`src/design/cpu_pkg.sv`:
```
/*
 * Shared widths, opcodes and control types for the immediate/implied execution unit.
 * Only immediate and implied forms are encoded. The V flag does not exist here.
 */
package cpu_pkg;

        localparam int DATA_WIDTH = 8;

        typedef logic [DATA_WIDTH-1:0] byte_t;
        typedef logic [7:0] opcode_t;

        // Supported opcodes, everything else decodes as illegal
        localparam opcode_t OPC_ORA_IMM = 8'h09;
        localparam opcode_t OPC_AND_IMM = 8'h29;
        localparam opcode_t OPC_EOR_IMM = 8'h49;
        localparam opcode_t OPC_ADC_IMM = 8'h69;
        localparam opcode_t OPC_LDA_IMM = 8'hA9;
        localparam opcode_t OPC_LDX_IMM = 8'hA2;
        localparam opcode_t OPC_LDY_IMM = 8'hA0;
        localparam opcode_t OPC_INX     = 8'hE8;
        localparam opcode_t OPC_INY     = 8'hC8;
        localparam opcode_t OPC_DEX     = 8'hCA;
        localparam opcode_t OPC_DEY     = 8'h88;

        // Carry-in source for SUM
        localparam logic [1:0] CARRY_ZERO   = 2'd0;
        localparam logic [1:0] CARRY_ONE    = 2'd1;
        localparam logic [1:0] CARRY_STATUS = 2'd2;

        typedef enum logic [2:0] {
                ALU_OR,
                ALU_AND,
                ALU_XOR,
                ALU_SUM,
                ALU_PASS
        } alu_op_e;

        typedef enum logic [2:0] {
                REG_A,
                REG_X,
                REG_Y,
                REG_OPERAND,   // Immediate byte
                REG_NONE       // Reads as zero, no write
        } reg_sel_e;

        typedef struct packed {
                logic n;
                logic z;
                logic c;
        } flags_t;

        typedef struct packed {
                alu_op_e    alu_op;
                reg_sel_e   src_a;
                reg_sel_e   src_b;
                logic       b_ones;       // Operand B forced to all ones
                logic [1:0] carry_mode;
                reg_sel_e   dest;
                logic       upd_c;
                logic       two_step;     // Needs the extra ALU cycle
                logic       illegal;
        } ctrl_t;

        typedef enum logic [1:0] {
                IDLE,
                EXEC,
                WRITE,
                DONE
        } state_e;

endpackage

```
`src/design/alu.sv`:
```
/*
 * Combinational ALU with operand select. REG_NONE reads as zero.
 * C comes from SUM only, every other function hands the old carry back.
 */
module alu (
        input  cpu_pkg::ctrl_t  ctrl,
        input  cpu_pkg::byte_t  acc,
        input  cpu_pkg::byte_t  x_reg,
        input  cpu_pkg::byte_t  y_reg,
        input  cpu_pkg::byte_t  operand,
        input  logic            carry,
        output cpu_pkg::byte_t  result,
        output cpu_pkg::flags_t flags
);

        cpu_pkg::byte_t                a;
        cpu_pkg::byte_t                b;
        logic                          cin;
        logic [cpu_pkg::DATA_WIDTH:0]  sum;   // Top bit is carry out

        function automatic cpu_pkg::byte_t pick(input cpu_pkg::reg_sel_e sel);
                case (sel)
                        cpu_pkg::REG_A:       return acc;
                        cpu_pkg::REG_X:       return x_reg;
                        cpu_pkg::REG_Y:       return y_reg;
                        cpu_pkg::REG_OPERAND: return operand;
                        default:              return '0;
                endcase
        endfunction

        always_comb begin
                a = pick(ctrl.src_a);
                b = ctrl.b_ones ? '1 : pick(ctrl.src_b);
        end

        always_comb begin
                case (ctrl.carry_mode)
                        cpu_pkg::CARRY_ONE:    cin = 1'b1;
                        cpu_pkg::CARRY_STATUS: cin = carry;
                        default:               cin = 1'b0;
                endcase
        end

        assign sum = {1'b0, a} + {1'b0, b} + cin;

        always_comb begin
                case (ctrl.alu_op)
                        cpu_pkg::ALU_OR:  result = a | b;
                        cpu_pkg::ALU_AND: result = a & b;
                        cpu_pkg::ALU_XOR: result = a ^ b;
                        cpu_pkg::ALU_SUM: result = sum[cpu_pkg::DATA_WIDTH-1:0];
                        default:          result = b;   // PASS
                endcase
        end

        assign flags.n = result[cpu_pkg::DATA_WIDTH-1];
        assign flags.z = (result == '0);
        assign flags.c = (ctrl.alu_op == cpu_pkg::ALU_SUM) ? sum[cpu_pkg::DATA_WIDTH] : carry;

endmodule

```
`src/design/exec_sequencer.sv`:
```
/*
 * Instruction FSM. Strobes that arrive while busy are dropped, no queueing.
 * Done and illegal pulse two cycles after the register write edge minus one.
 */
module exec_sequencer (
        input  logic             clk,
        input  logic             reset_n,
        input  logic             instruction_ready,
        input  cpu_pkg::opcode_t instruction_in,
        input  cpu_pkg::byte_t   operand_in,
        input  cpu_pkg::ctrl_t   ctrl,
        input  logic             last_step,
        output cpu_pkg::opcode_t opcode,
        output cpu_pkg::byte_t   operand,
        output logic             step_start,
        output logic             step_advance,
        output logic             reg_write,
        output logic             busy,
        output logic             instruction_done,
        output logic             illegal
);

        cpu_pkg::state_e state;
        cpu_pkg::state_e state_nxt;
        logic            accept;

        // A new instruction may also be taken in DONE, busy is already low there
        assign accept = instruction_ready && !busy;

        always_comb begin
                state_nxt = state;
                case (state)
                        cpu_pkg::IDLE: begin
                                if (accept)
                                        state_nxt = cpu_pkg::EXEC;
                        end
                        cpu_pkg::EXEC: begin
                                if (last_step)
                                        state_nxt = cpu_pkg::WRITE;
                        end
                        cpu_pkg::WRITE: begin
                                state_nxt = cpu_pkg::DONE;
                        end
                        cpu_pkg::DONE: begin
                                if (accept)
                                        state_nxt = cpu_pkg::EXEC;
                                else
                                        state_nxt = cpu_pkg::IDLE;
                        end
                        default: state_nxt = cpu_pkg::IDLE;
                endcase
        end

        always_ff @(posedge clk) begin
                if (!reset_n) begin
                        state <= cpu_pkg::IDLE;
                end else begin
                        state <= state_nxt;
                end
        end

        // Instruction payload, held until the next accept
        always_ff @(posedge clk) begin
                if (accept) begin
                        opcode  <= instruction_in;
                        operand <= operand_in;
                end
        end

        assign step_start   = accept;
        assign step_advance = (state == cpu_pkg::EXEC) && !last_step;

        // Illegal opcodes run their single step but never write
        assign reg_write = (state == cpu_pkg::EXEC) && last_step && !ctrl.illegal;

        assign busy             = (state == cpu_pkg::EXEC) || (state == cpu_pkg::WRITE);
        assign instruction_done = (state == cpu_pkg::DONE);
        assign illegal          = instruction_done && ctrl.illegal;   // Opcode still latched here

endmodule

```
`src/design/exec_top.sv`:
```
/*
 * Execution unit top. One instruction in flight, strobes while busy are dropped.
 * STEP_WIDTH must be at least 1.
 */
module exec_top #(
        parameter int STEP_WIDTH = 2
) (
        input  logic             clk,
        input  logic             reset_n,
        input  logic             instruction_ready,
        input  cpu_pkg::opcode_t instruction_in,
        input  cpu_pkg::byte_t   operand_in,
        output cpu_pkg::byte_t   acc,
        output cpu_pkg::byte_t   x_reg,
        output cpu_pkg::byte_t   y_reg,
        output cpu_pkg::flags_t  status,
        output logic             busy,
        output logic             instruction_done,
        output logic             illegal
);

        cpu_pkg::opcode_t opcode;
        cpu_pkg::byte_t   operand;
        cpu_pkg::byte_t   result;
        cpu_pkg::ctrl_t   ctrl;
        cpu_pkg::flags_t  alu_flags;
        logic             step_start;
        logic             step_advance;
        logic             last_step;
        logic             reg_write;

        exec_sequencer seq_i (
                .clk               (clk),
                .reset_n           (reset_n),
                .instruction_ready (instruction_ready),
                .instruction_in    (instruction_in),
                .operand_in        (operand_in),
                .ctrl              (ctrl),
                .last_step         (last_step),
                .opcode            (opcode),
                .operand           (operand),
                .step_start        (step_start),
                .step_advance      (step_advance),
                .reg_write         (reg_write),
                .busy              (busy),
                .instruction_done  (instruction_done),
                .illegal           (illegal)
        );

        opcode_decode dec_i (
                .opcode (opcode),
                .ctrl   (ctrl)
        );

        step_counter #(
                .STEP_WIDTH (STEP_WIDTH)
        ) step_i (
                .clk          (clk),
                .reset_n      (reset_n),
                .step_start   (step_start),
                .step_advance (step_advance),
                .two_step     (ctrl.two_step),
                .last_step    (last_step)
        );

        alu alu_i (
                .ctrl    (ctrl),
                .acc     (acc),
                .x_reg   (x_reg),
                .y_reg   (y_reg),
                .operand (operand),
                .carry   (status.c),
                .result  (result),
                .flags   (alu_flags)
        );

        register_file regs_i (
                .clk       (clk),
                .reset_n   (reset_n),
                .reg_write (reg_write),
                .ctrl      (ctrl),
                .result    (result),
                .flags     (alu_flags),
                .acc       (acc),
                .x_reg     (x_reg),
                .y_reg     (y_reg),
                .status    (status)
        );

endmodule

```
`src/design/opcode_decode.sv`:
```
/*
 * Combinational opcode to control word mapping.
 * Unknown bytes give illegal with dest REG_NONE, so nothing is written.
 */
module opcode_decode (
        input  cpu_pkg::opcode_t opcode,
        output cpu_pkg::ctrl_t   ctrl
);

        always_comb begin
                // Defaults describe an illegal opcode
                ctrl.alu_op     = cpu_pkg::ALU_PASS;
                ctrl.src_a      = cpu_pkg::REG_NONE;
                ctrl.src_b      = cpu_pkg::REG_NONE;
                ctrl.b_ones     = 1'b0;
                ctrl.carry_mode = cpu_pkg::CARRY_ZERO;
                ctrl.dest       = cpu_pkg::REG_NONE;
                ctrl.upd_c      = 1'b0;
                ctrl.two_step   = 1'b0;
                ctrl.illegal    = 1'b1;

                case (opcode)
                        cpu_pkg::OPC_ORA_IMM,
                        cpu_pkg::OPC_AND_IMM,
                        cpu_pkg::OPC_EOR_IMM,
                        cpu_pkg::OPC_ADC_IMM: begin
                                ctrl.src_a    = cpu_pkg::REG_A;
                                ctrl.src_b    = cpu_pkg::REG_OPERAND;
                                ctrl.dest     = cpu_pkg::REG_A;
                                ctrl.two_step = 1'b1;
                                ctrl.illegal  = 1'b0;
                                if (opcode == cpu_pkg::OPC_ORA_IMM)
                                        ctrl.alu_op = cpu_pkg::ALU_OR;
                                else if (opcode == cpu_pkg::OPC_AND_IMM)
                                        ctrl.alu_op = cpu_pkg::ALU_AND;
                                else if (opcode == cpu_pkg::OPC_EOR_IMM)
                                        ctrl.alu_op = cpu_pkg::ALU_XOR;
                                else begin
                                        ctrl.alu_op     = cpu_pkg::ALU_SUM;
                                        ctrl.carry_mode = cpu_pkg::CARRY_STATUS;
                                        ctrl.upd_c      = 1'b1;
                                end
                        end

                        cpu_pkg::OPC_LDA_IMM,
                        cpu_pkg::OPC_LDX_IMM,
                        cpu_pkg::OPC_LDY_IMM: begin
                                ctrl.src_b   = cpu_pkg::REG_OPERAND;   // PASS of the immediate
                                ctrl.illegal = 1'b0;
                                if (opcode == cpu_pkg::OPC_LDA_IMM)
                                        ctrl.dest = cpu_pkg::REG_A;
                                else if (opcode == cpu_pkg::OPC_LDX_IMM)
                                        ctrl.dest = cpu_pkg::REG_X;
                                else
                                        ctrl.dest = cpu_pkg::REG_Y;
                        end

                        // Increment is reg + 0 + 1, decrement is reg + FF + 0
                        cpu_pkg::OPC_INX,
                        cpu_pkg::OPC_INY,
                        cpu_pkg::OPC_DEX,
                        cpu_pkg::OPC_DEY: begin
                                ctrl.alu_op   = cpu_pkg::ALU_SUM;
                                ctrl.two_step = 1'b1;
                                ctrl.illegal  = 1'b0;
                                if (opcode == cpu_pkg::OPC_INX || opcode == cpu_pkg::OPC_DEX)
                                        ctrl.src_a = cpu_pkg::REG_X;
                                else
                                        ctrl.src_a = cpu_pkg::REG_Y;
                                ctrl.dest = ctrl.src_a;
                                if (opcode == cpu_pkg::OPC_INX || opcode == cpu_pkg::OPC_INY)
                                        ctrl.carry_mode = cpu_pkg::CARRY_ONE;
                                else
                                        ctrl.b_ones = 1'b1;
                        end

                        default: ;
                endcase
        end

endmodule

```
`src/design/register_file.sv`:
```
/*
 * A, X, Y and NZC status. Every write refreshes N and Z, C only when upd_c is set.
 * A dest of REG_OPERAND or REG_NONE writes no data register.
 */
module register_file (
        input  logic            clk,
        input  logic            reset_n,
        input  logic            reg_write,
        input  cpu_pkg::ctrl_t  ctrl,
        input  cpu_pkg::byte_t  result,
        input  cpu_pkg::flags_t flags,
        output cpu_pkg::byte_t  acc,
        output cpu_pkg::byte_t  x_reg,
        output cpu_pkg::byte_t  y_reg,
        output cpu_pkg::flags_t status
);

        always_ff @(posedge clk) begin
                if (!reset_n) begin
                        acc    <= '0;
                        x_reg  <= '0;
                        y_reg  <= '0;
                        status <= '0;
                end else if (reg_write) begin
                        case (ctrl.dest)
                                cpu_pkg::REG_A: acc   <= result;
                                cpu_pkg::REG_X: x_reg <= result;
                                cpu_pkg::REG_Y: y_reg <= result;
                                default: ;
                        endcase
                        status.n <= flags.n;
                        status.z <= flags.z;
                        if (ctrl.upd_c)
                                status.c <= flags.c;   // ADC only
                end
        end

endmodule

```
`src/design/step_counter.sv`:
```
/*
 * Zero-based step count within one instruction.
 * Instructions are one or two steps long. Wider counts leave room for longer ones.
 */
module step_counter #(
        parameter int STEP_WIDTH = 2
) (
        input  logic clk,
        input  logic reset_n,
        input  logic step_start,
        input  logic step_advance,
        input  logic two_step,
        output logic last_step
);

        logic [STEP_WIDTH-1:0] step_cnt;
        logic [STEP_WIDTH-1:0] last_idx;

        assign last_idx = two_step ? STEP_WIDTH'(1) : '0;   // Length minus one

        always_ff @(posedge clk) begin
                if (!reset_n) begin
                        step_cnt <= '0;
                end else if (step_start) begin
                        step_cnt <= '0;
                end else if (step_advance) begin
                        step_cnt <= step_cnt + 1'b1;
                end
        end

        assign last_step = (step_cnt == last_idx);

endmodule

```
`config.mk`:
```
export PLATFORM = sky130hd
export DESIGN_NAME = exec_top
export DESIGN_NICKNAME = d
export VERILOG_FILES = /design/src/design/cpu_pkg.sv /design/src/design/alu.sv /design/src/design/exec_sequencer.sv /design/src/design/exec_top.sv /design/src/design/opcode_decode.sv /design/src/design/register_file.sv /design/src/design/step_counter.sv
export SDC_FILE = /design/constraint.sdc
export NUM_CORES = 1
export LEC_CHECK = 0
export BUFFER_PORTS_ARGS = -buffer_cell sky130_fd_sc_hd__buf_2
export CORE_ASPECT_RATIO = 0.9
export CORE_UTILIZATION = 45
export DETAILED_ROUTE_END_ITERATION = 8
export GPL_ROUTABILITY_DRIVEN = 0
export PLACE_DENSITY = 0.65
export SYNTH_ARGS = -nofsm -noshare
export SYNTH_HDL_FRONTEND = slang
export SYNTH_SLANG_ARGS = --single-unit
```
`constraint.sdc`:
```
create_clock -name clk -period 3 [get_ports clk]
set_input_delay 0.15 -clock clk [delete_from_list [all_inputs] [get_ports clk]]
set_output_delay 0.15 -clock clk [all_outputs]
set_load 0.03 [all_outputs]
```
* After elaboration in Yosys (flattened, before gate mapping)
Index checks and enable logic that the tools add are counted.
** Storage, ports and cells
- Register bits after elaboration :: 47
- Bits in latches :: 0
- RAM bits :: 0
- ROM bits :: 0
- Word-level logic and storage cells :: 107
- Memories :: 0
** Operators by class
- $add $sub $neg :: 3
- Multipliers :: 0
- Divide/modulo/power cells :: 0
- $lt $le $gt $ge :: 0
- Equality and inequality tests :: 30
- Shifts and indexed selects :: 0
- Muxes and demuxes :: 32
- Bitwise logic cells :: 4
- Reduce and logical (&&, ||, !) cells :: 28
** Operators by type and width (number)
- 8-bit case mux with 4 select lines :: 3
- 8-bit equality test (second input constant) :: 7
- 3-bit by 2-bit equality test with 1-bit output (second input constant) :: 7
- 2-bit 2-to-1 mux :: 9
- 8-bit by 7-bit equality test with 1-bit output (second input constant) :: 2
- 3-bit by 1-bit equality test with 1-bit output (second input constant) :: 4
- 3-bit logical NOT :: 4
- 1-bit 2-to-1 mux :: 12
- 6-bit case mux with 2 select lines :: 1
- 11-bit OR reduction :: 1
- 8-bit by 8-bit adder with 9-bit output :: 1
- 9-bit by 1-bit adder with 9-bit output :: 1
- 3-bit case mux with 3 select lines :: 1
- 8-bit bitwise AND :: 1
- 8-bit by 4-bit equality test with 1-bit output (second input constant) :: 1
- 8-bit by 6-bit equality test with 1-bit output (second input constant) :: 1
- 8-bit logical NOT :: 1
- 8-bit 2-to-1 mux :: 1
- 8-bit bitwise OR :: 1
- 2-bit case mux with 4 select lines :: 1
- 2-bit AND reduction :: 4
- 4-bit OR reduction :: 2
- 8-bit OR reduction :: 1
- 8-bit XOR :: 1
- other kinds (17) :: 29

* Logic depth before layout (Yosys ltp)
- Depth after elaboration :: 11
- Mapped depth :: 18
- Gate-level depth less buffers :: 17

* Modules after synthesis
Synthesis repeated with hierarchy kept, for this count alone.
** Second synthesis, totals
- Cells, all modules :: 391
- Area total of the unflattened synthesis :: 3622.2 um2
** By module, submodules not included
- alu :: times used 1, cells each 195, area each 1491.4 um2
- register_file :: times used 1, cells each 100, area each 1018.5 um2
- exec_sequencer :: times used 1, cells each 42, area each 699.4 um2
- opcode_decode :: times used 1, cells each 44, area each 315.3 um2
- step_counter :: times used 1, cells each 10, area each 97.6 um2

* Worst setup path before layout
Ideal clock, no wire load.
- Path kind :: register to register
- From :: register seq_i.opcode[1]
- To :: register regs_i.status[1] (netlist name)
- Data arrival time :: 3186 ps
- Data required time :: 2868 ps
- Path slack :: -318 ps
- Stages on the path, launching flop included :: 17
- Path buffers :: 1
- Clock period less this slack :: 3318 ps
- Path through :: edfxtp_1 buf_4 nand4bb_1 or3_1 inv_1 ha_1 nor2_1 fa_1 inv_1 fa_1 nand2b_1 a21oi_1 o32a_1 a31oi_1 a21oi_1 nand4b_1 o31ai_1
** Between the ends
- Word-level cells in the longest chain between the ends :: 10
- Elaborated cells on any way between the ends :: 61
- Those cells by class :: 2 x add/sub; 23 x eq/ne; 20 x mux; 3 x bitwise; 13 x reduce/logical
** Ends and longest elaborated chain
- start: declaration :: RTL line exec_sequencer.sv:13 : output cpu_pkg::opcode_t opcode,
- start signal: assignment :: RTL line exec_sequencer.sv:65 : opcode <= instruction_in;
- 8-bit equality test, or another cell as far along :: RTL line opcode_decode.sv:22 : case (opcode)
- 7-bit OR reduction (no source line), or another cell as far along
- 3-bit 2-to-1 mux, or another cell as far along :: RTL line opcode_decode.sv:22
- 3-bit by 2-bit equality test with 1-bit output, or another cell as far along :: RTL line alu.sv:22 : case (sel)
- 8-bit case mux with 4 select lines, or another cell as far along :: RTL line alu.sv:22
- 8-bit 2-to-1 mux, or another cell as far along :: RTL line alu.sv:33 : b = ctrl.b_ones ? '1 : pick(ctrl.src_b);
- 8-bit by 8-bit adder with 9-bit output / 1-bit case mux with 2 select lines (equally long branches) :: RTL line alu.sv:44, alu.sv:37
- 9-bit by 1-bit adder with 9-bit output :: RTL line alu.sv:44 : assign sum = {1'b0, a} + {1'b0, b} + cin;
- 8-bit case mux with 4 select lines :: RTL line alu.sv:47 : case (ctrl.alu_op)
- 8-bit logical NOT :: RTL line alu.sv:57 : assign flags.z = (result == '0);
Parallel ways exist; a longest one is shown, timed or not.
A chain may end at the register's enable or synchronous reset.

* Worst setup path in the final report
- From :: register seq_i.opcode[0]
- To :: register regs_i.status[1] (netlist name)
** Between the ends
- Word-level cells in the longest chain between the ends :: 10
- Elaborated cells on any way between the ends :: 61
- Those cells by class :: 2 x add/sub; 23 x eq/ne; 20 x mux; 3 x bitwise; 13 x reduce/logical
** Ends and longest elaborated chain (RTL line)
- 8-bit equality test, or another cell as far along :: opcode_decode.sv:22
- 7-bit OR reduction (no source line), or another cell as far along
- 3-bit 2-to-1 mux, or another cell as far along :: opcode_decode.sv:22
- 3-bit by 2-bit equality test with 1-bit output, or another cell as far along :: alu.sv:22
- 8-bit case mux with 4 select lines, or another cell as far along :: alu.sv:22
- 8-bit 2-to-1 mux, or another cell as far along :: alu.sv:33
- 8-bit by 8-bit adder with 9-bit output / 1-bit case mux with 2 select lines (equally long branches) :: alu.sv:44, alu.sv:37
- 9-bit by 1-bit adder with 9-bit output :: alu.sv:44
- 8-bit case mux with 4 select lines :: alu.sv:47
- 8-bit logical NOT :: alu.sv:57
Parallel ways exist; a longest one is shown, timed or not.

==> metrics <==
warnings from Yosys 0; f_max 287 MHz; Critical Path RT 3240 ps; dpl cell area 3970 um^2; initial core utilization 0.471; nature of the critical path startpoint flop; CTS tree done; n_diodes 0; Final Hold Vio Count 0; Post-DP HPWL 7060 um; Commonest cells post-synth nand2_1, nor2_1, dfxtp_1, inv_1, mux2i_1; DR iter-0 viols 310; Worst EP arrival 3730 ps; Routed Antenna Nets 0; register bit total from synthesis 47; Power Total 1990 uW; Internal Power 1290 uW; Setup crit end kind flop; final slew viol count 0; fin nets 529; Clock Pin Slew Worst Setup and Hold Paths 100 ps; slowest CP cell edfxtp_1; Mapped Nets 406; global-route wire length before repair 15200 um; Tcrit/Tclk final 1.16; Post-Route WL 9820 um; Area contributors post-synth dfxtp_1, edfxtp_1, ha_1; clk sink count 47; Max IR drop VDD 0.518 mV; antenna violations before repair 0; syn avg cell area 8.60 um^2; HP Class primary input to flop; post-synthesis cell area 3120 um^2; maximum clock path buffer count 2; Sw Ratio 0.355; total CTS buffers 5; dominant synthesized flop cell dfxtp_1; die area 7270 um^2; Power Density 453 nW/um^2; min Tclk post-route 3490 ps; PnR worst setup slack -487 ps; critical path cell sequence buf_6, nand4bb_4, or3_4, inv_2, ha_4, nor2_4, fa_2, inv_2, fa_2, nand2b_4, a21oi_4, xnor2_1, o211ai_1, nor3_2, nand4b_1, o31ai_1; Reg2Reg Depth 16; vias in the first global route 2989; asr flop ratio synth 0; Vert. Die Dim 81 um; Syn Inst Count 363; final setup fails 27; max_slew headroom 0.541; RSZ-0062 raised after global routing yes; Final Cell Area 4400 um^2; clock share of power 0.244; vias 3194; worst stage delay on the critical path 430 ps; Syn-to-layout area delta 41.1%; htree depth 2; first-pass iteration count of the detailed router 5; top-count cell post-synth nand2_1; sequential area share after synthesis 0.353; layout cells sized above 1 0.345; gr ovfl total 0; number of I/O port buffers 48; GRT Total Usage 0.272; worst slew pin tran 688 ps; status finished, violations left; sw power 707 uW; leakage 0.00204 uW; Reg power frac 0.404; Hold Path Stages 1; Crit Path Max Fanout 4; Die Span X 89.8 um; wire length per cell 17.0 um; post-route DRC violation count 0; # IOs 49; Fillers 536; area leader, netlist dfxtp_1; # rows 28; Cell variety after synth 64; worst-skew pair later-pin latency 320 ps; via/cell ratio 5.54; failing checks setup timing; kind of critical path flop to flop; share of the synthesized area in the top cell type 0.199; core area 6620 um^2; Comb power frac 0.351; Max Cap Violations 0; pin count of the biggest net entering global routing 29; CTS root buf clkbuf_8; EDFF count, synth 16; Max Clock Skew 13.2 ps
==> final timing paths <==
check / from / endpoint / slack [ps]
min: instruction_in[7] / seq_i.opcode[7]$_DFFE_PP_ / 1
max: seq_i.opcode[0]$_DFFE_PP_ / regs_i.status[1]$_SDFFE_PN0P_ / -490
min reg2reg: regs_i.status[2]$_SDFFE_PN0P_ / regs_i.status[2]$_SDFFE_PN0P_ / 480
max reg2reg: seq_i.opcode[0]$_DFFE_PP_ / regs_i.status[1]$_SDFFE_PN0P_ / -490
==> per-stage QoR <==
step           std cells  hold WS (ps)   util  TNS, ps  setup slack, ps
2_1_floorplan        363           249      -     -874             -157
3_5_place_dp         549           328  0.599    -5150             -343
3_3_place_gp         549           326  0.599    -3650             -321
5_1_grt              577         0.363  0.665   -10820             -586
4_1_cts              567         0.260  0.641    -4370             -342
6_report             577          1.30  0.665    -7240             -487
==> power by group through the flow <==
stage / logic, uW / registers [uW] / clock network [uW]
after global placement: 621 / 818 / 0
after global routing: 756 / 819 / 521
after detailed placement: 635 / 820 / 0
after floorplan: 424 / 804 / 0
after CTS: 663 / 803 / 489
final: 701 / 806 / 487
==> repair_timing <==
item / in CTS / in global routing
setup buffers: 3 / 4
pin swaps: 10 / 20
hold endpoints to repair: 7 / 6
hold buffers: 7 / 6
resized for setup: 13 / 16
setup endpoints to repair: 24 / 27
==> layer usage <==
layer / share of wire / vias to the layer above / GRT usage
met1: 0.44 / 1515 / 0.355
li1: - / 1515 / -
met4: 0.022 / 0 / 0.116
met5: 0 / - / 0
met2: 0.47 / 146 / 0.455
met3: 0.077 / 18 / 0.0403
==> kinds of logic after synthesis <==
| kind of cell | share of synthesized area |
|---|---|
| buffers and inverters | 0.0533 |
| muxes | 0.0838 |
| adders and majority gates | 0.101 |
| xor gates and xnor gates | 0.0140 |
| AOI/OAI and AO/OA | 0.162 |
| DFF | 0.353 |
| and+or+nand+nor | 0.233 |
==> area by class of cell <==
cell class              instances  area (um^2)  share of cell area
flip-flops and latches         47         1100               0.250
multi-input cells             275         2060               0.467
repair buffers                129          912               0.207
well taps                      90          113              0.0256
clock inverters                 1         8.76             0.00199
clock buffers                   7          108              0.0244
inverters                      28          105              0.0239
==> cell usage in the layout, fill, tap and decap left out, types with 6 or more instances in the layout <==
master	instances
ha_1	20
clkbuf_8	6
dfxtp_1	31
nor2_1	35
a21oi_1	10
buf_4	62
o21ai_0	11
dlygate4sd3_1	13
inv_1	24
nand3_1	9
nand2b_1	11
edfxtp_1	16
buf_2	48
nand2_1	56
mux2i_1	25
==> worst max-delay path, delay by kind of cell, from the launching register on <==
kind / cells / cell delay [ps]
AOI/OAI and AO/OA: 3 / 550
adders and majority gates: 3 / 770
DFF: 1 / 430
buffers and inverters: 3 / 260
xor gates and xnor gates: 1 / 120
and+or+nand+nor: 6 / 1250
Note: power is estimated with default switching activity, not from simulation.
